`config.mk`:
```
export PLATFORM = sky130hd
export DESIGN_NAME = gpio
export DESIGN_NICKNAME = d
export VERILOG_FILES = /design/src/source/mcu_pkg.sv /design/src/source/gpio.sv
export SDC_FILE = /design/constraint.sdc
export NUM_CORES = 1
export LEC_CHECK = 0
export BUFFER_PORTS_ARGS = -buffer_cell sky130_fd_sc_hd__buf_2
export CAP_MARGIN = 30
export CORE_ASPECT_RATIO = 2
export CORE_MARGIN = 5
export CORE_UTILIZATION = 35
export CTS_CLUSTER_DIAMETER = 150
export DETAILED_ROUTE_END_ITERATION = 7
export PLACE_DENSITY = 0.75
export SYNTH_ARGS = -nofsm -noshare
export SYNTH_HDL_FRONTEND = slang
export SYNTH_SLANG_ARGS = --single-unit
```
`constraint.sdc`:
```
create_clock -name clock -period 0.96 [get_ports clock]
set_clock_uncertainty 0.2 [all_clocks]
set_input_delay 0.192 -clock clock [delete_from_list [all_inputs] [get_ports clock]]
set_output_delay 0.192 -clock clock [all_outputs]
set_load 0.01 [all_outputs]
```
`src/source/mcu_pkg.sv`:
```
`default_nettype none

package mcu_pkg;

  // ------------------------------------------------------------------
  // Address map
  // ------------------------------------------------------------------

  localparam int unsigned NUM_DEVICES = 3;

  localparam logic [31:0] RAM_BASE    = 32'h0000_0000;
  localparam logic [31:0] RAM_SIZE    = 32'd1024;

  localparam logic [31:0] MTIMER_BASE = 32'h8001_0000;
  localparam logic [31:0] MTIMER_SIZE = 32'd32;

  localparam logic [31:0] GPIO_BASE   = 32'h8002_0000;
  localparam logic [31:0] GPIO_SIZE   = 32'd32;

  // Derived sizes
  localparam int unsigned RAM_WORDS        = RAM_SIZE / 4;
  localparam int unsigned RAM_INDEX_WIDTH  = $clog2(RAM_WORDS);
  localparam int unsigned GPIO_WIDTH       = 8;
  localparam int unsigned REG_OFFSET_WIDTH = 5;

  // ------------------------------------------------------------------
  // Register offsets
  // ------------------------------------------------------------------

  // Machine timer
  localparam logic [REG_OFFSET_WIDTH-1:0] MTIME_LO    = 5'h00;
  localparam logic [REG_OFFSET_WIDTH-1:0] MTIME_HI    = 5'h04;
  localparam logic [REG_OFFSET_WIDTH-1:0] MTIMECMP_LO = 5'h08;
  localparam logic [REG_OFFSET_WIDTH-1:0] MTIMECMP_HI = 5'h0C;
  localparam logic [REG_OFFSET_WIDTH-1:0] MTIMER_CTRL = 5'h10;

  // GPIO
  localparam logic [REG_OFFSET_WIDTH-1:0] GPIO_IN  = 5'h00;
  localparam logic [REG_OFFSET_WIDTH-1:0] GPIO_OUT = 5'h04;
  localparam logic [REG_OFFSET_WIDTH-1:0] GPIO_OE  = 5'h08;

  // ------------------------------------------------------------------
  // Bus types
  // ------------------------------------------------------------------

  typedef struct packed {
    logic [31:0] address;
    logic [31:0] write_data;
    logic [3:0]  write_strobe;
    logic        read_request;
    logic        write_request;
  } bus_req_t;

  typedef struct packed {
    logic [31:0] read_data;
    logic        read_response;
    logic        write_response;
  } bus_rsp_t;

  // Device slot order, DEV_NONE for unmapped addresses
  typedef enum logic [1:0] {
    DEV_RAM    = 2'd0,
    DEV_MTIMER = 2'd1,
    DEV_GPIO   = 2'd2,
    DEV_NONE   = 2'd3
  } device_e;

endpackage

`default_nettype wire
```
`src/source/gpio.sv`:
```
`default_nettype none

module gpio (
  input  wire                            clock,
  input  wire                            arst_n,
  input  wire mcu_pkg::bus_req_t         req,
  output mcu_pkg::bus_rsp_t              rsp,
  input  wire [mcu_pkg::GPIO_WIDTH-1:0]  gpio_input,
  output logic [mcu_pkg::GPIO_WIDTH-1:0] gpio_output,
  output logic [mcu_pkg::GPIO_WIDTH-1:0] gpio_oe
);

  logic [mcu_pkg::REG_OFFSET_WIDTH-1:0] offset;
  logic [mcu_pkg::GPIO_WIDTH-1:0]       in_meta;
  logic [mcu_pkg::GPIO_WIDTH-1:0]       in_sync;
  logic [31:0]                          rd_word;
  logic [31:0]                          rd_data_q;
  logic                                 rd_rsp_q;
  logic                                 wr_rsp_q;

  assign offset = req.address[mcu_pkg::REG_OFFSET_WIDTH-1:0];

  // Two-flop synchronizer on the pins
  always_ff @(posedge clock or negedge arst_n) begin
    if (!arst_n) begin
      in_meta <= '0;
      in_sync <= '0;
    end else begin
      in_meta <= gpio_input;
      in_sync <= in_meta;
    end
  end

  // ------------------------------------------------------------------
  // Output and output-enable registers
  // ------------------------------------------------------------------

  always_ff @(posedge clock or negedge arst_n) begin
    if (!arst_n) begin
      gpio_output <= '0;
      gpio_oe     <= '0;
    end else if (req.write_request && req.write_strobe[0]) begin
      if (offset == mcu_pkg::GPIO_OUT) begin
        gpio_output <= req.write_data[mcu_pkg::GPIO_WIDTH-1:0];
      end
      if (offset == mcu_pkg::GPIO_OE) begin
        gpio_oe <= req.write_data[mcu_pkg::GPIO_WIDTH-1:0];
      end
    end
  end

  // Reads zero-extended to the bus width
  always_comb begin
    case (offset)
      mcu_pkg::GPIO_IN:  rd_word = 32'(in_sync);
      mcu_pkg::GPIO_OUT: rd_word = 32'(gpio_output);
      mcu_pkg::GPIO_OE:  rd_word = 32'(gpio_oe);
      default:           rd_word = 32'h0;
    endcase
  end

  always_ff @(posedge clock) begin
    if (req.read_request) begin
      rd_data_q <= rd_word;
    end
  end

  always_ff @(posedge clock or negedge arst_n) begin
    if (!arst_n) begin
      rd_rsp_q <= 1'b0;
      wr_rsp_q <= 1'b0;
    end else begin
      rd_rsp_q <= req.read_request;
      wr_rsp_q <= req.write_request;
    end
  end

  assign rsp.read_data      = rd_data_q;
  assign rsp.read_response  = rd_rsp_q;
  assign rsp.write_response = wr_rsp_q;

endmodule

`default_nettype wire

```
# Yosys cells after proc, flatten, opt, wreduce, memory -nomap -nowiden
# Cells that the tools add are included.
totals:
  regBits: 66
  input_bits: 80
  output_inout_bits: 50
  word_cells: 14
classes:
  n_eq_ne: 2
  mux: 1
  reduce_logical: 4
op_table:
  columns: ["cell", "count"]
  rows:
  - ["8-bit one-hot mux with 3 select lines", 1]
  - ["5-bit by 3-bit == test with 1-bit output, second input constant", 1]
  - ["5-bit by 4-bit == test with 1-bit output, second input constant", 1]
  - ["5-bit zero test", 1]
  - ["2-bit AND reduction", 2]
  - ["1-bit logical AND", 1]

# Depth between registers and ports, before layout
# Gate-level depths: netlist of the first run.
depth:
  depth_word: 2
  mapped_depth: 4
  depth_no_buf: 3

# Least setup slack after synthesis of the first run
# Ideal clock, no wire load.
synth_timing:
  path_type: "input port to flip-flop"
  start: "in req[42] (netlist name)"
  end: "reg gpio_output[0] (netlist name)"
  setup_time_ns: 0.125
  arrival_ns: 1.369
  t_required_ns: 0.635
  path_slack_ns: -0.734
  cell_stages: 4
  path_buffers: 1
  path_cell_list: "or4_1 -> buf_4 -> nor2_8 -> mux2_2"
synth_between:
  elab_chain_len: 2
synth_lines:
  columns: ["item", "line", "text"]
  rows:
  - ["from (decl)", "gpio.sv:6", "input wire mcu_pkg::bus_req_t req,"]
  - ["5-bit by 3-bit == test with 1-bit output", "gpio.sv:43", "if (offset == mcu_pkg::GPIO_OUT) begin"]
  - ["2-bit AND reduction (no source line)", null, null]
  - ["to (signal assigned)", "gpio.sv:44", "gpio_output <= req.write_data[mcu_pkg::GPIO_WIDTH-1:0];"]
  - ["to (decl)", "gpio.sv:9", "output logic [mcu_pkg::GPIO_WIDTH-1:0] gpio_output,"]
# Every way passes these cells.
# A chain may end at the register's enable or synchronous reset.

# Worst setup path after layout of the first run
layout_timing:
  start: "in req[42] (netlist name)"
  end: "reg gpio_output[2] (netlist name)"
# Same word-level chain as after synthesis.

==> results of run 1 <==
[cell usage in the layout (no fill, tap or decap)]
master,count
dfrtp_1,34
mux2_2,7
buf_6,5
conb_1,24
nand3_1,1
buf_2,47
nand4b_1,1
mux2_4,9
buf_4,18
nor2_4,1
clkbuf_8,8
edfxtp_1,8
or4_4,1
mux2i_1,8
o2bb2ai_2,8
or3_4,1
nor3b_2,1
buf_12,2
dlygate4sd3_1,10
nor2_8,1
[stage by stage]
| step | utilization [%] | setup TNS, ns | worst slack, ns |
|---|---|---|---|
| after floorplan | - | -13.34 | -0.684 |
| after global placement | 42.4 | -15.75 | -0.769 |
| after detailed placement | 42.4 | -16.36 | -0.806 |
| after CTS | 50.2 | -16.19 | -0.479 |
| after global routing | 50.8 | -17.13 | -0.487 |
| final | 50.8 | -15.88 | -0.484 |
[layout make-up]
class	instances	area [µm²]
clock buffer	8	110
fill	431	2350
multi-input combinational	63	584
sequential	42	1090
tap	57	71.3
timing repair buffer	82	567
[Yosys cell counts (all sizes together)]
library cell  count  area share [%]
conb              1            0.22
or3               1            0.37
nor2              2             1.5
nand3             1            0.29
buf              28              12
mux2i             8             4.7
nand4b            1            0.52
o2bb2ai           8             4.1
dfrtp            34              50
or4               1            0.44
mux2             16              11
nor3b             1            0.74
edfxtp            8              14
[logic make-up (layout without fill, tap and decap cells)]
| family | after synthesis | after routing |
|---|---|---|
| compound gates | 8 | 8 |
| buf+inv | 28 | 90 |
| flops | 42 | 42 |
| mux | 24 | 24 |
| other cells | 1 | 24 |
| simple gates | 7 | 7 |
[per-layer routing]
metal	up-vias	part of all wire [%]
met5	-	0
met4	0	1.1
met3	3	12
met2	72	45
met1	502	42
li1	505	-
[worst paths after layout]
path	endpoint	slack (ns)
min in group asynchronous	in_sync[0]	0.18
setup / recovery	gpio_output[2]	-0.48
max in group asynchronous	gpio_output[3]	0.20
hold / removal	gpio_oe[2]	-0.05
hold reg to reg	in_sync[7]	0.15
setup reg to reg	gpio_oe[3]	-0.26
[timing repair]
action	4_1_cts	5_1_grt
hold endpoints to repair	60	17
resized for setup	12	2
endpoints found under the setup margin	50	50
pin swaps	2	1
buffers inserted	12	2
[registers in the layout, summed over array words and instances, names as in the netlist]
signal,count
gpio_oe,8
gpio_output,8
in_meta,8
in_sync,8
rd_data_q,8
rd_rsp_q,1
wr_rsp_q,1
[power breakdown]
part	internal, µW	total (µW)	switching [µW]
sequential	1960	2040	77.3
combinational	385	714	329
clock	725	1270	550
==> metrics.txt, run 1 <==
outcome=finished with violations; failing checks=hold timing, setup timing; Synth Cell Area=0.00170 mm²; area post-placement=0.00203 mm²; NumNets Final=274; main combinational cell family by area after synthesis=multiplexers; CP Depth=4; initial antenna violation count=0; worst hold start=req[8]; CP bufs+invs=1; worst path required time=0.93 ns; Layout Cells excl Fill=252; fraction of layout cells with a size suffix above 1=55.9%; die height=109 µm; CP top delay family=simple AND/OR/NAND/NOR gates; PD cells=1660 mW/mm²; CP Cell Sequence=buf_6 -> or4_4 -> nor2_8 -> mux2_2; critical path startpoint category=input pin; routing usage on met1=15.5%; final worst path period share=150%; GRT Overall Usage=11.8%; Max Clk Rate=692 MHz; maximum fanout along the worst path=8; Distinct cells, synth=15; post-route cell area=0.00242 mm²; post-layout minimum cycle time=1.44 ns; CP startpoint=req[42]; CTS clk-pin slew, worst paths=0.07 ns; core area=0.00477 mm²; final setup slack of the worst path=-0.484 ns; antenna cell count=0; detailed-route vias per instance=4.29; DRC Markers=0; clock tree buffer depth=2; reg-to-reg startpoint=gpio_oe[3]; Initial Util=35.6%; vias in the first global route=1129; Peak VDD IR=1.65 mV; hold_buf cts=10; max_cap viols=0; first-pass GRT wire length=5600 µm; final hold violation count=17; die area=0.00643 mm²; clk_lat worst skew=0.29 ns; grt met2 use=17.6%; I/O Buffers=51; Syn-to-layout area delta=42.6%; post-synthesis adder-cell area fraction=0%; met3 Usage GRT=4.30%; Max stage delay cell, worst path=or4_4; Die X=59.3 µm; endpoints failing setup=50; Via Count=1082; routed wire length=3650 µm; WHS Path Cells=2; clock sinks=42; largest net degree at the start of global routing=35; synthesized area per cell=15.4 µm²; Worst setup EP type=flip-flop; TritonRoute pass-1 iters=4; Top Ports=130; gr busiest metal=met2; Yosys Warn Count=0; Worst Path Arrival=1.42 ns; total CTS buffers=5; Critical Path Max Stage Delay=0.57 ns; Mapped Cells=110; unrepaired setup endpoints after global routing=yes; Placed Instances=220; GR Overflow Total=0; Post-Synth XOR/XNOR Area=0%; post-synthesis mux area share=15.3%; Final Max Tran Viols=0; WL/cell=14.5 µm; Synth Area in Compound Gates=4.12%; final hold slack=-0.0534 ns; sequential area share after synthesis=64.2%; Register-to-Register Path Depth=3; CTS root buf=clkbuf_8; GPL Wtd Cong=0.822; initial drt markers=27; row count=36; LEAKAGE=0.00123 µW; Tot Pwr=4030 µW; Seq cells post-synth=42; Simple-Gate Fraction of Synth Area=3.90%; DP Wirelength=2560 µm; TritonCTS clock tree=built; Post-DRT Antenna Nets=0; worst min path class=in2reg; H-Tree Depth=2; CP Class=in2reg
No activity file was read; power rests on OpenSTA's default activity.
==> inputs of run 2 (changes only) <==
--- a/config.mk
+++ b/config.mk
@@ -12,6 +12,7 @@
 export CORE_UTILIZATION = 35
 export CTS_CLUSTER_DIAMETER = 150
 export DETAILED_ROUTE_END_ITERATION = 7
+export MAX_ROUTING_LAYER = met4
 export PLACE_DENSITY = 0.75
 export SYNTH_ARGS = -nofsm -noshare
 export SYNTH_HDL_FRONTEND = slang
==> run 2 against run 1 <==
The run still ends with hold timing, setup timing left. Cell area stayed put. Setup slack better by 0.0018 ns. Total power hardly changed. Hold slack hardly changed. Sequential share of layout area stayed put. First-iteration DRC count stayed put. Routed wire length stayed put. Highest routed layer unchanged.
==> metrics.txt, run 2 (same netlist as run 1, synthesis figures left out) <==
WL/cell=14.5 µm (unchanged); Post-DRT Antenna Nets=0 (unchanged); register-to-register setup slack=-0.26 ns (about the same); Syn-to-layout area delta=42.6% (unchanged); CP startpoint=req[42]; post-layout minimum cycle time=1.44 ns (-0.00184 ns); Placed Instances=220 (unchanged); GRT Overall Usage=12.1% (+0.30 points); critical path startpoint category=input pin; initial drt markers=27 (unchanged); fraction of layout cells with a size suffix above 1=55.9% (unchanged); CP Class=in2reg; NumNets Final=274 (unchanged); H-Tree Depth=2 (unchanged); clk_lat worst skew=0.29 ns (about the same); DP Wirelength=2560 µm (unchanged); final hold violation count=17 (unchanged); hold_buf cts=10 (unchanged); row count=36 (unchanged); area of the multi-input gates=584 µm² (unchanged); DRC Markers=0 (unchanged); final worst path period share=150% (-0.19 points); RR Endpoint=gpio_oe[3]; detailed-route vias per instance=4.33 (+0.83%); area post-placement=0.00203 mm² (unchanged); largest net degree at the start of global routing=35 (unchanged); Final Max Tran Viols=0 (unchanged); total CTS buffers=5 (unchanged); final setup slack of the worst path=-0.483 ns (+0.00184 ns); worst path required time=0.93 ns (about the same); Initial Util=35.6% (unchanged); CP Depth=4 (unchanged); TritonCTS clock tree=built; GPL Wtd Cong=0.835 (+1.5%); worst min path class=in2reg; Tot Pwr=4030 µW (about the same); die area=0.00643 mm² (unchanged); Critical Path Max Stage Delay=0.57 ns (about the same); failing checks=hold timing, setup timing; Top Ports=130 (unchanged); vias in the first global route=1121 (-0.71%); first-pass GRT wire length=5590 µm (-0.11%); endpoints failing setup=50 (unchanged); CP top delay family=simple AND/OR/NAND/NOR gates; Register-to-Register Path Depth=3 (unchanged); post-route cell area=0.00242 mm² (unchanged); LEAKAGE=0.00123 µW (unchanged); reg-to-reg startpoint=gpio_oe[3]; clock sinks=42 (unchanged); final hold slack=-0.0534 ns (+0.0000454 ns); Via Count=1091 (+0.83%); Worst setup EP type=flip-flop; GR Overflow Total=0 (unchanged); sequential cell area=0.00109 mm² (unchanged); Layout fillers=431 (unchanged); CTS root buf=clkbuf_8; max_cap viols=0 (unchanged); PD cells=1660 mW/mm² (about the same); Worst Path Arrival=1.42 ns (about the same); Peak VDD IR=1.65 mV (about the same); maximum fanout along the worst path=8 (unchanged); CP bufs+invs=1 (unchanged); worst setup path end=gpio_output[2]; Die X=59.3 µm (unchanged); Max stage delay cell, worst path=or4_4; routed wire length=3650 µm (unchanged); core area=0.00477 mm² (unchanged); Layout Cells excl Fill=252 (unchanged); most frequent cells in the layout=47 x buf_2, 34 x dfrtp_1, 24 x conb_1; TritonRoute pass-1 iters=4 (unchanged); initial antenna violation count=0 (unchanged); antenna cell count=0 (unchanged); die height=109 µm (unchanged); unrepaired setup endpoints after global routing=yes; Max Clk Rate=693 MHz (+0.13%); I/O Buffers=51 (unchanged); CTS clk-pin slew, worst paths=0.07 ns (about the same); most common cell after layout, fill and taps aside=buf_2; clock tree buffer depth=2 (unchanged); outcome=finished with violations; CP Cell Sequence=buf_6 -> or4_4 -> nor2_8 -> mux2_2
run 2: cell counts in the layout (fill, tap and decap cells not counted):
No cell type changed its count.
run 2: worst min path at each step:
| stage | startpoint | end | slack [ns] | depth (start not counted) |
|---|---|---|---|---|
| 2_1_floorplan | arst_n | gpio_oe[0] | -0.30 | 0 |
| 6_report | req[8] | gpio_oe[2] | -0.05 | 2 |
| 3_3_place_gp | arst_n | gpio_oe[0] | -0.04 | 2 |
| 3_5_place_dp | arst_n | gpio_oe[0] | -0.03 | 2 |
| 4_1_cts | req[11] | gpio_oe[5] | -0.07 | 2 |
| 5_1_grt | req[8] | gpio_oe[2] | -0.07 | 2 |
run 2: per-layer routing:
metal | up-vias | share of wire, % | GRT usage [%]
met5 | - | 0 | -
met4 | 0 | 1.0 | 3.89
met3 | 4 | 13 | 4.06
met2 | 76 | 45 | 17.2
met1 | 507 | 41 | 16.0
li1 | 504 | - | -
run 2: area by class of cell:
type,count,area share [%]
Timing Repair Buffer,82,23.4
Clock buffer,8,4.54
Sequential cell,42,45.0
Multi-Input combinational cell,63,24.1
Tap cell,57,2.94
run 2: what timing repair did:
action	4_1_cts	5_1_grt
hold endpoints to repair	60	17
buffers inserted	12	2
endpoints found under the setup margin	50	50
resized for setup	12	2
pin swaps	2	1
run 2: stage by stage:
step           setup TNS [ns]  util (%)  setup slack [ns]
2_1_floorplan          -13.34         -            -0.684
3_3_place_gp           -15.75      42.4            -0.769
3_5_place_dp           -16.36      42.4            -0.806
4_1_cts                -16.19      50.2            -0.479
5_1_grt                -17.13      50.8            -0.487
6_report               -15.87      50.8            -0.483
run 2: where the power goes:
group	leakage [µW]	total [µW]	internal [µW]	switching (µW)
clock	0.0000575	1270	725	549
combinational	0.000669	714	385	329
sequential	0.000505	2040	1960	77.4
