[config.mk]
export PLATFORM = sky130hd
export DESIGN_NAME = system_bus
export DESIGN_NICKNAME = d
export VERILOG_FILES = /design/src/source/mcu_pkg.sv /design/src/source/system_bus.sv
export SDC_FILE = /design/constraint.sdc
export NUM_CORES = 1
export LEC_CHECK = 0
export BUFFER_PORTS_ARGS = -buffer_cell sky130_fd_sc_hd__buf_4
export CORE_AREA = 2 2 165 167
export CTS_CLUSTER_DIAMETER = 80
export CTS_CLUSTER_SIZE = 40
export DETAILED_ROUTE_END_ITERATION = 7
export DIE_AREA = 0 0 167 169
export HOLD_SLACK_MARGIN = 0.15
export PLACE_DENSITY = 0.41
export SLEW_MARGIN = 10
export SYNTH_ARGS = -nofsm -noshare
export SYNTH_HDL_FRONTEND = slang
export SYNTH_SLANG_ARGS = --single-unit
[constraint.sdc]
create_clock -name clock -period 4.54 [get_ports clock]
set_clock_uncertainty 0.2 [all_clocks]
set_input_delay 1.362 -clock clock [delete_from_list [all_inputs] [get_ports clock]]
set_output_delay 1.362 -clock clock [all_outputs]
set_load 0.1 [all_outputs]
[src/source/mcu_pkg.sv]
`default_nettype none

package mcu_pkg;

  // ------------------------------------------------------------------
  // Address map
  // ------------------------------------------------------------------

  localparam int unsigned NUM_DEVICES = 3;

  localparam logic [31:0] RAM_BASE    = 32'h0000_0000;
  localparam logic [31:0] RAM_SIZE    = 32'd1024;

  localparam logic [31:0] MTIMER_BASE = 32'h8001_0000;
  localparam logic [31:0] MTIMER_SIZE = 32'd32;

  localparam logic [31:0] GPIO_BASE   = 32'h8002_0000;
  localparam logic [31:0] GPIO_SIZE   = 32'd32;

  // Derived sizes
  localparam int unsigned RAM_WORDS        = RAM_SIZE / 4;
  localparam int unsigned RAM_INDEX_WIDTH  = $clog2(RAM_WORDS);
  localparam int unsigned GPIO_WIDTH       = 8;
  localparam int unsigned REG_OFFSET_WIDTH = 5;

  // ------------------------------------------------------------------
  // Register offsets
  // ------------------------------------------------------------------

  // Machine timer
  localparam logic [REG_OFFSET_WIDTH-1:0] MTIME_LO    = 5'h00;
  localparam logic [REG_OFFSET_WIDTH-1:0] MTIME_HI    = 5'h04;
  localparam logic [REG_OFFSET_WIDTH-1:0] MTIMECMP_LO = 5'h08;
  localparam logic [REG_OFFSET_WIDTH-1:0] MTIMECMP_HI = 5'h0C;
  localparam logic [REG_OFFSET_WIDTH-1:0] MTIMER_CTRL = 5'h10;

  // GPIO
  localparam logic [REG_OFFSET_WIDTH-1:0] GPIO_IN  = 5'h00;
  localparam logic [REG_OFFSET_WIDTH-1:0] GPIO_OUT = 5'h04;
  localparam logic [REG_OFFSET_WIDTH-1:0] GPIO_OE  = 5'h08;

  // ------------------------------------------------------------------
  // Bus types
  // ------------------------------------------------------------------

  typedef struct packed {
    logic [31:0] address;
    logic [31:0] write_data;
    logic [3:0]  write_strobe;
    logic        read_request;
    logic        write_request;
  } bus_req_t;

  typedef struct packed {
    logic [31:0] read_data;
    logic        read_response;
    logic        write_response;
  } bus_rsp_t;

  // Device slot order, DEV_NONE for unmapped addresses
  typedef enum logic [1:0] {
    DEV_RAM    = 2'd0,
    DEV_MTIMER = 2'd1,
    DEV_GPIO   = 2'd2,
    DEV_NONE   = 2'd3
  } device_e;

endpackage

`default_nettype wire
[src/source/system_bus.sv]
`default_nettype none

module system_bus (
  input  wire                    clock,
  input  wire                    arst_n,
  input  wire mcu_pkg::bus_req_t mgr_req,
  output mcu_pkg::bus_rsp_t      mgr_rsp,
  output mcu_pkg::bus_req_t      dev_req [mcu_pkg::NUM_DEVICES],
  input  wire mcu_pkg::bus_rsp_t dev_rsp [mcu_pkg::NUM_DEVICES]
);

  mcu_pkg::device_e dev_sel;
  mcu_pkg::device_e sel_q;
  logic             req_valid;
  logic             none_rd_q;
  logic             none_wr_q;

  // Unsigned wraparound keeps this a single compare, also for base 0
  function automatic logic in_region(
    input logic [31:0] addr,
    input logic [31:0] base,
    input logic [31:0] size
  );
    return (addr - base) < size;
  endfunction

  // ------------------------------------------------------------------
  // Address decoder
  // ------------------------------------------------------------------

  always_comb begin
    if (in_region(mgr_req.address, mcu_pkg::RAM_BASE, mcu_pkg::RAM_SIZE)) begin
      dev_sel = mcu_pkg::DEV_RAM;
    end else if (in_region(mgr_req.address, mcu_pkg::MTIMER_BASE, mcu_pkg::MTIMER_SIZE)) begin
      dev_sel = mcu_pkg::DEV_MTIMER;
    end else if (in_region(mgr_req.address, mcu_pkg::GPIO_BASE, mcu_pkg::GPIO_SIZE)) begin
      dev_sel = mcu_pkg::DEV_GPIO;
    end else begin
      dev_sel = mcu_pkg::DEV_NONE;
    end
  end

  assign req_valid = mgr_req.read_request | mgr_req.write_request;

  // Request fan-out, only the selected slot sees the request bits
  always_comb begin
    for (int i = 0; i < mcu_pkg::NUM_DEVICES; i++) begin
      dev_req[i] = mgr_req;
      if (dev_sel != mcu_pkg::device_e'(i)) begin
        dev_req[i].read_request  = 1'b0;
        dev_req[i].write_request = 1'b0;
      end
    end
  end

  // ------------------------------------------------------------------
  // Response routing
  // ------------------------------------------------------------------

  always_ff @(posedge clock or negedge arst_n) begin
    if (!arst_n) begin
      sel_q <= mcu_pkg::DEV_NONE;
    end else if (req_valid) begin
      sel_q <= dev_sel;
    end
  end

  // Local answer for unmapped accesses
  always_ff @(posedge clock or negedge arst_n) begin
    if (!arst_n) begin
      none_rd_q <= 1'b0;
      none_wr_q <= 1'b0;
    end else begin
      none_rd_q <= mgr_req.read_request  && (dev_sel == mcu_pkg::DEV_NONE);
      none_wr_q <= mgr_req.write_request && (dev_sel == mcu_pkg::DEV_NONE);
    end
  end

  always_comb begin
    mgr_rsp.read_data      = 32'h0;
    mgr_rsp.read_response  = none_rd_q;
    mgr_rsp.write_response = none_wr_q;
    for (int i = 0; i < mcu_pkg::NUM_DEVICES; i++) begin
      if (sel_q == mcu_pkg::device_e'(i)) begin
        mgr_rsp = dev_rsp[i];
      end
    end
  end

endmodule

`default_nettype wire

; ---- Yosys cells after proc, flatten, opt, wreduce, memory -nomap -nowiden
; Index checks and enable logic that the tools add are counted.
[classes]
add_sub_neg = 2
n_lt_le_gt_ge = 3
n_eq_ne = 5
n_mux = 9
bitwise = 1
reduce_logical = 4
[op_table]
columns = operator, n
row1 = 34-bit two-way mux, 3
row2 = "32-bit by 6-bit < comparator with 1-bit output, second input constant", 2
row3 = "32-bit subtractor, second input constant", 2
row4 = "32-bit by 11-bit < comparator with 1-bit output, second input constant", 1
row5 = 2-bit two-way mux, 5
row6 = "2-bit equality test, second input constant", 2
row7 = "2-bit by 1-bit equality test with 1-bit output, second input constant", 1
row8 = 1-bit logical AND, 2
row9 = 2-bit zero test, 1
row10 = "2-bit by 1-bit != test with 1-bit output, second input constant", 1
row11 = "2-bit != test, second input constant", 1
row12 = 2-bit nonzero test, 1
row13 = 1-bit two-way mux, 1
row14 = 1-bit OR, 1
[word_totals]
reg_bits = 4
inputBits = 174
elab_cells = 27

; ---- Longest topological paths before layout
; Gate-level depths: netlist (run 1).
[logic_depth]
depth_word = 7
mapped_depth = 7

; ---- Least setup slack after synthesis (run 1)
; No wires, ideal clock.
[synth_path]
path_type = in2out
start = in mgr_req[55] (netlist bit)
end = out dev_req[70] (netlist bit)
arrival_time_ps = 5466
setup_slack_ps = -2488
cell_stages = 7
n_path_buf = 0
path_cell_list = inv_1 -> ha_1 -> nor4b_2 -> a32o_1 -> a21oi_1 -> or3_1 -> nor4_1
[synth_rtl]
columns = element, line_no
row1 = "start, declared", system_bus.sv:6  ; input wire mcu_pkg::bus_req_t mgr_req,
row2 = "end, declared", system_bus.sv:8  ; output mcu_pkg::bus_req_t dev_req [mcu_pkg::NUM_DEVICES],

==> impl_metrics.py, run 1 <==
metrics = {
    "yosys": {
        "synth-edff-count": 0,
        "synth-seq-cells": 4,
        "yosysWarnings": 0,
        "synth_cells": 418,
        "ys_seq_area_frac": 0.0338,
        "synth_cell_types": 52,
        "syn_avg_cell_area_sq_um": 7.27,
        "netlist_area_sq_um": 3040,
        "async_flop_share": 1.00,
        "ys.flop_type": "dfstp_2",
        "synthesis.nets": 594,
    },
    "final_layout": {
        "final_core_util": 0.190,
        "diodes": 0,
        "area_growth_pct": 65.8,
        "fin_nets": 738,
        "drive_above_1_share": 0.731,
        "finalNonFillerCells": 902,
    },
    "run_status": {
        "failed_checks": "negative setup slack",
        "status": "finished, violations left",
    },
    "global_route": {
        "overflow": 0,
        "track_usage": 0.0994,
        "grt_pass1_wl_mm": 21.1,
        "grt_max_degree": 36,
        "grt_pass1_vias": 3320,
        "antenna_found_initial": 1,
    },
    "worst_setup_path": {
        "cp_common_cell": "buf_6",
        "cp_max_fo": 5,
        "critical-path-top-delay-family": "simple AND/OR/NAND/NOR gates",
        "startpoint": "mgr_req[56]",
        "criticalPathCategory": "input port to primary output",
        "start_kind": "input port",
        "required_ps": 2980,
        "r2r-start": "sel_q[1]$_DFFE_PN1P_",
        "crit_path_cell_trace": "buf_12 > inv_6 > ha_4 > buf_6 > a21boi_4 > nand4_1 > xnor2_2 > or3_4 > nor4_4 > buf_6",
        "critPathCaptureType": "primary output",
        "crit_buf_inv": 4,
        "cp_slowest_cell": "or3_4",
        "cp_slowest_stage_delay_ps": 400,
        "arrival_ps": 3260,
    },
    "die": {
        "die_x_microns": 167,
        "rows": 60,
        "fp.dieH_microns": 169,
        "num_io_pins": 418,
        "dieArea_sq_um": 28200,
        "core-area_sq_um": 26500,
        "initial_core_util": 0.115,
    },
    "placement": {
        "globalplace.congestion": 0.787,
        "io_buffers": 253,
        "dp_hpwl_mm": 12.8,
        "place_inst": 863,
    },
    "pwr": {
        "cellLeakagePower_nw": 2.52,
        "peakVddDrop_mv": 0.0900,
        "pwr_density_cell_nw_per_um2": 180,
    },
    "timing": {
        "finalHoldViolCount": 0,
        "slew_violations": 0,
        "timing.fmax_mhz": 207,
        "post-route-period-util": 1.06,
        "rsz0062_at_grt": "true",
        "finalWorstPathRequiredPeriod_ps": 4820,
        "slew_headroom": 0.460,
        "tightest_slew_ps": 802,
        "setup_viol": 6,
        "setup_slack_ps": -282,
    },
    "clock_network": {
        "cts.htree.levels": 1,
        "clk_latency_ps": 220,
        "clkTransAtPathRegs_ps": 30,
        "clock_sinks": 4,
        "root_buffer": "clkbuf_16",
        "cts_buffer_depth": 2,
        "numCtsBuffers": 3,
        "cts_tree": "yes",
        "ctsHoldBuffers": 0,
    },
    "min_path": {
        "min_from": "sel_q[0]$_DFFE_PN1P_",
        "hp-class": "flop to flop",
    },
    "route": {
        "drt-initial-drc-count": 68,
        "viasPerCell": 3.58,
        "drcViolationCount": 0,
        "dr_total_vias": 3227,
        "dr.pass1.iters": 4,
        "wl_mm": 15.3,
        "drtAntennaViolNets": 0,
        "post_drt_wl_per_cell_microns": 16.9,
    },
    "run": {
        "maxCapViolCount": 0,
    },
}
[registers in the layout, indices dropped and copies added, names as in the netlist]
name       flops
sel_q          2
none_wr_q      1
none_rd_q      1
[layout make-up]
class                   count  area, sq um
fillers                  2984        21500
multi-input cells         189         1570
flip-flops and latches      4          103
inverters                   8         40.0
well taps                 341          427
clock buffers               4         78.8
repair buffers            356         2820
[synthesized netlist by cell type (2+ instances only)]
cell type / count / area, sq um
or4_4: 2 / 22.5
nand4_1: 7 / 43.8
nor4_1: 8 / 50.1
a21oi_1: 2 / 10.0
and2_1: 2 / 12.5
o21ai_1: 2 / 10.0
buf_4: 204 / 1530
nand3_1: 3 / 15.0
nor3_1: 4 / 20.0
nor4b_2: 2 / 30.0
xnor2_1: 4 / 35.0
mux2i_1: 33 / 330
dfstp_2: 2 / 52.6
o21ai_0: 34 / 170
mux4_2: 2 / 45.0
nor4_2: 2 / 25.0
nor2_1: 7 / 26.3
or4_1: 3 / 22.5
buf_1: 3 / 11.3
inv_1: 8 / 30.0
nor2b_1: 3 / 18.8
a211oi_1: 4 / 30.0
nor4b_1: 3 / 26.3
clkbuf_1: 8 / 30.0
ha_1: 2 / 25.0
dfrtp_1: 2 / 50.1
nand2_1: 37 / 139
[layout by cell type, fill, tap and decap left out, types with 3 or more instances in the layout]
cell	Yosys	layout
nand2_1	37	37
or4_4	2	5
buf_4	204	338
nand4_1	7	7
clkbuf_16	0	3
o21ai_1	2	33
nor4_1	8	5
a211oi_2	1	3
inv_1	8	6
xnor2_2	0	3
nor4_4	1	5
mux2i_1	33	33
nand3_1	3	3
buf_12	0	8
nor2_1	7	4
buf_6	1	8
[layer usage]
metal	part of all wire	wire length, microns	track usage	vias to the layer above
met2	0.53	8040	0.186	284
met4	0.0094	144	0.0214	4
met3	0.13	1980	0.0482	12
met1	0.33	5040	0.0988	1429
li1	-	-	-	1498
met5	0.0033	51	0.0104	-
[logic make-up after synthesis]
kind of cell,after synthesis,share of synthesized area
and+or+nand+nor,94,0.182
buffers and inverters,225,0.533
DFF,4,0.0338
AOI/OAI and AO/OA,53,0.105
muxes,35,0.124
xor gates and xnor gates,5,0.0144
adders and majority gates,2,0.00823
[report_power, final]
group | switching (W) | internal [W]
Sequential | 0.00000650 | 0.0000379
Combinational | 0.000502 | 0.000221
Clock | 0.0000253 | 0.000116
Total | 0.000534 | 0.000375
[what timing repair did]
action	CTS	global route
pin swaps	13	19
setup endpoints to repair	6	9
buffers inserted	35	4
resized for setup	34	24
endpoints found under the hold margin	0	0
[path summary, 6_finish.rpt]
kind,to,slack [ps],cells past startpoint
max,dev_req[71],-280,10
min in group asynchronous,none_rd_q$_DFF_PN0_,720,1
min reg2reg,sel_q[0]$_DFFE_PN1P_,540,2
max reg2reg,sel_q[1]$_DFFE_PN1P_,3110,3
max in group asynchronous,sel_q[1]$_DFFE_PN1P_,3220,1
min,sel_q[0]$_DFFE_PN1P_,540,2
[worst reg2reg max path: cells and delay by family (launching register included)]
kind	cells	cell delay, ps
AOI/OAI and AO/OA	1	150
muxes	1	140
buffers and inverters	1	360
DFF	1	510
[stage by stage]
stage	power [W]	cell area, sq um	TNS (ps)	worst slack [ps]	hold slack, ps
CTS	0.000904	4930	-1080	-271	577
global route	0.000941	5040	-1550	-337	616
global placement	0.000749	4430	-1660	-325	566
floorplan	0.00105	3150	-1200	-561	498
finish	0.000909	5040	-1220	-282	541
detailed placement	0.000748	4430	-1770	-354	575
Note: power is estimated with default switching activity, not from simulation.
==> run 2, diff against run 1 <==
--- a/config.mk
+++ b/config.mk
@@ -11,9 +11,11 @@
 export CTS_CLUSTER_SIZE = 40
 export DETAILED_ROUTE_END_ITERATION = 7
 export DIE_AREA = 0 0 167 169
+export GPL_TIMING_DRIVEN = 0
 export HOLD_SLACK_MARGIN = 0.15
 export PLACE_DENSITY = 0.41
 export SLEW_MARGIN = 10
 export SYNTH_ARGS = -nofsm -noshare
 export SYNTH_HDL_FRONTEND = slang
 export SYNTH_SLANG_ARGS = --single-unit
+export TNS_END_PERCENT = 5
==> run 2 against run 1 <==
Against the previous run:
- the run still ends with negative setup slack left
- utilization is 6.4 points higher
- fmax is 0.79% higher
- sequential share of layout area is 0.52 points lower
- worst setup slack better by 38 ps
- power is 66% higher
- largest cell class unchanged
==> impl_metrics.py, run 2 (synthesized netlist as in run 1, its figures left out) <==
metrics = {
    "clock_network": {
        "clk_latency_ps": 220,
        "cts.htree.levels": 1,
        "cts_buffer_depth": 2,
        "ctsHoldBuffers": 0,
        "cts_tree": "yes",
        "clkTransAtPathRegs_ps": 30,
        "clock_sinks": 4,
        "root_buffer": "clkbuf_16",
        "numCtsBuffers": 3,
    },
    "die": {
        "core-area_sq_um": 26500,
        "die_x_microns": 167,
        "fp.dieH_microns": 169,
        "dieArea_sq_um": 28200,
        "rows": 60,
        "initial_core_util": 0.115,
        "num_io_pins": 418,
    },
    "pwr": {
        "pwr_density_cell_nw_per_um2": 223,
        "p_seq_frac": 0.026,
        "clockPowerShare": 0.093,
        "power.total_w": 0.00150,
        "peakVddDrop_mv": 0.0921,
        "netSwitchingPower_w": 0.000986,
        "cellLeakagePower_nw": 3.64,
        "p_int_w": 0.000518,
        "swShare": 0.655,
        "share_comb_of_total_power": 0.881,
    },
    "worst_setup_path": {
        "ff2ff_setup_slack_ps": 2560,
        "start_kind": "input port",
        "r2r_end": "sel_q[0]$_DFFE_PN1P_",
        "critPathCaptureType": "primary output",
        "required_ps": 2980,
        "arrival_ps": 3220,
        "r2r-start": "sel_q[0]$_DFFE_PN1P_",
        "cp_max_fo": 6,
        "reg2reg_depth": 4,
        "criticalPathCategory": "input port to primary output",
    },
    "run_status": {
        "status": "finished, violations left",
        "failed_checks": "negative setup slack",
    },
    "final_layout": {
        "top_register": "sel_q",
        "largest_reg_flops": 2,
        "drive_above_1_share": 0.791,
        "fin_nets": 989,
        "regArea_sq_um": 103,
        "layout_common_cells": "buf_4, nand2_1, o21ai_0, mux2i_1, clkbuf_1",
        "area_growth_pct": 122,
        "multi_input_area_sq_um": 1500,
        "diodes": 0,
        "final_common_cell": "buf_4",
        "reg_top3": "sel_q: 2 flops, none_rd_q: 1 flops, none_wr_q: 1 flops",
        "n_fill_cell": 2933,
    },
    "timing": {
        "finalHoldViolCount": 0,
        "post-route-period-util": 1.05,
        "tns_ps": -1220,
        "setup_viol": 6,
        "slew_violations": 0,
        "rsz0062_at_grt": "true",
        "tightest_slew_ps": 854,
        "timing.fmax_mhz": 209,
        "slew_headroom": 0.431,
        "finalWorstPathRequiredPeriod_ps": 4780,
        "hold_ws_ps": 652,
        "setup_slack_ps": -244,
    },
    "global_route": {
        "antenna_found_initial": 1,
        "overflow": 0,
        "grt_pass1_vias": 3873,
        "grt_pass1_wl_mm": 24.4,
        "grt_max_degree": 12,
        "track_usage": 0.112,
    },
    "route": {
        "viasPerCell": 3.44,
        "drcViolationCount": 0,
        "dr.pass1.iters": 4,
        "drtAntennaViolNets": 0,
        "post_drt_wl_per_cell_microns": 15.2,
        "drt-initial-drc-count": 87,
        "dr_total_vias": 3965,
        "wl_mm": 17.6,
    },
    "min_path": {
        "hp-class": "flop to flop",
        "holdPathEnd": "sel_q[1]$_DFFE_PN1P_",
        "min_from": "sel_q[1]$_DFFE_PN1P_",
        "worst_hold_path.num_cells": 3,
    },
    "placement": {
        "globalplace.congestion": 0.727,
        "io_buffers": 375,
        "dp_hpwl_mm": 15.7,
    },
    "run": {
        "maxCapViolCount": 0,
    },
}
[run 2: cell types whose count changed in the layout (fill, tap and decap cells not counted), moves of 3 or more]
cell	delta
o21ai_0	+31
buf_1	+3
clkbuf_1	+7
buf_12	-4
buf_4	+246
o21ai_1	-31
[run 2: worst max path at each step]
stage                 from           to  slack, ps  depth (start not counted)
2_1_floorplan  dev_rsp[45]  mgr_rsp[11]       -560                          2
3_5_place_dp   mgr_req[61]  dev_req[71]       -520                          7
5_1_grt        mgr_req[55]  dev_req[70]       -340                          8
4_1_cts        mgr_req[55]  dev_req[71]       -280                          9
3_3_place_gp   mgr_req[61]  dev_req[71]       -520                          7
6_report       mgr_req[56]  dev_req[71]       -240                         10
[run 2: worst max-delay path: stages]
cell and delay [ps]:
buf_12 120, inv_8 50, ha_4 150, nor4b_4 220, buf_4 160, nand4_1 70, a22o_1 250, or2_4 260
nor4_4 310, buf_6 270
[run 2: stage by stage]
step | cell area (sq um) | utilization | setup slack, ps | std cells
3_3_place_gp | 6380 | 0.241 | -524 | 1134
5_1_grt | 6750 | 0.255 | -336 | 1153
2_1_floorplan | 3130 | - | -561 | 418
4_1_cts | 6690 | 0.253 | -283 | 1151
6_report | 6750 | 0.255 | -244 | 1153
3_5_place_dp | 6380 | 0.241 | -518 | 1134
[run 2: repair_timing]
action,CTS,global route
endpoints found under the hold margin,0,0
setup buffers,13,2
endpoints found under the setup margin,6,10
pin swaps,13,11
gates resized for setup,32,11
[run 2: area by class of cell]
cell class | instances | area share
Timing Repair Buffer | 390 | 0.445
Buffer | 217 | 0.236
Multi-Input combinational cell | 189 | 0.223
Tap cell | 341 | 0.0632
Sequential cell | 4 | 0.0152
Clock buffer | 4 | 0.0117
Inverter | 8 | 0.00631
[run 2: power by group through the flow]
stage / clock (W) / combinational, W / sequential, W
final: 0.000140 / 0.00133 / 0.0000384
after global routing: 0.000147 / 0.00137 / 0.0000386
after CTS: 0.000142 / 0.00133 / 0.0000385
after detailed placement: 0 / 0.00131 / 0.0000388
after global placement: 0 / 0.00131 / 0.0000388
after floorplan: 0 / 0.00101 / 0.0000382
[run 2: per-layer routing]
layer  track usage  vias to the layer above  part of all wire
met2         0.213                      206              0.53
met5             0                        -           0.00074
met1         0.133                     1746              0.39
met4        0.0101                        2            0.0011
met3        0.0231                        5             0.079
li1              -                     2006                 -
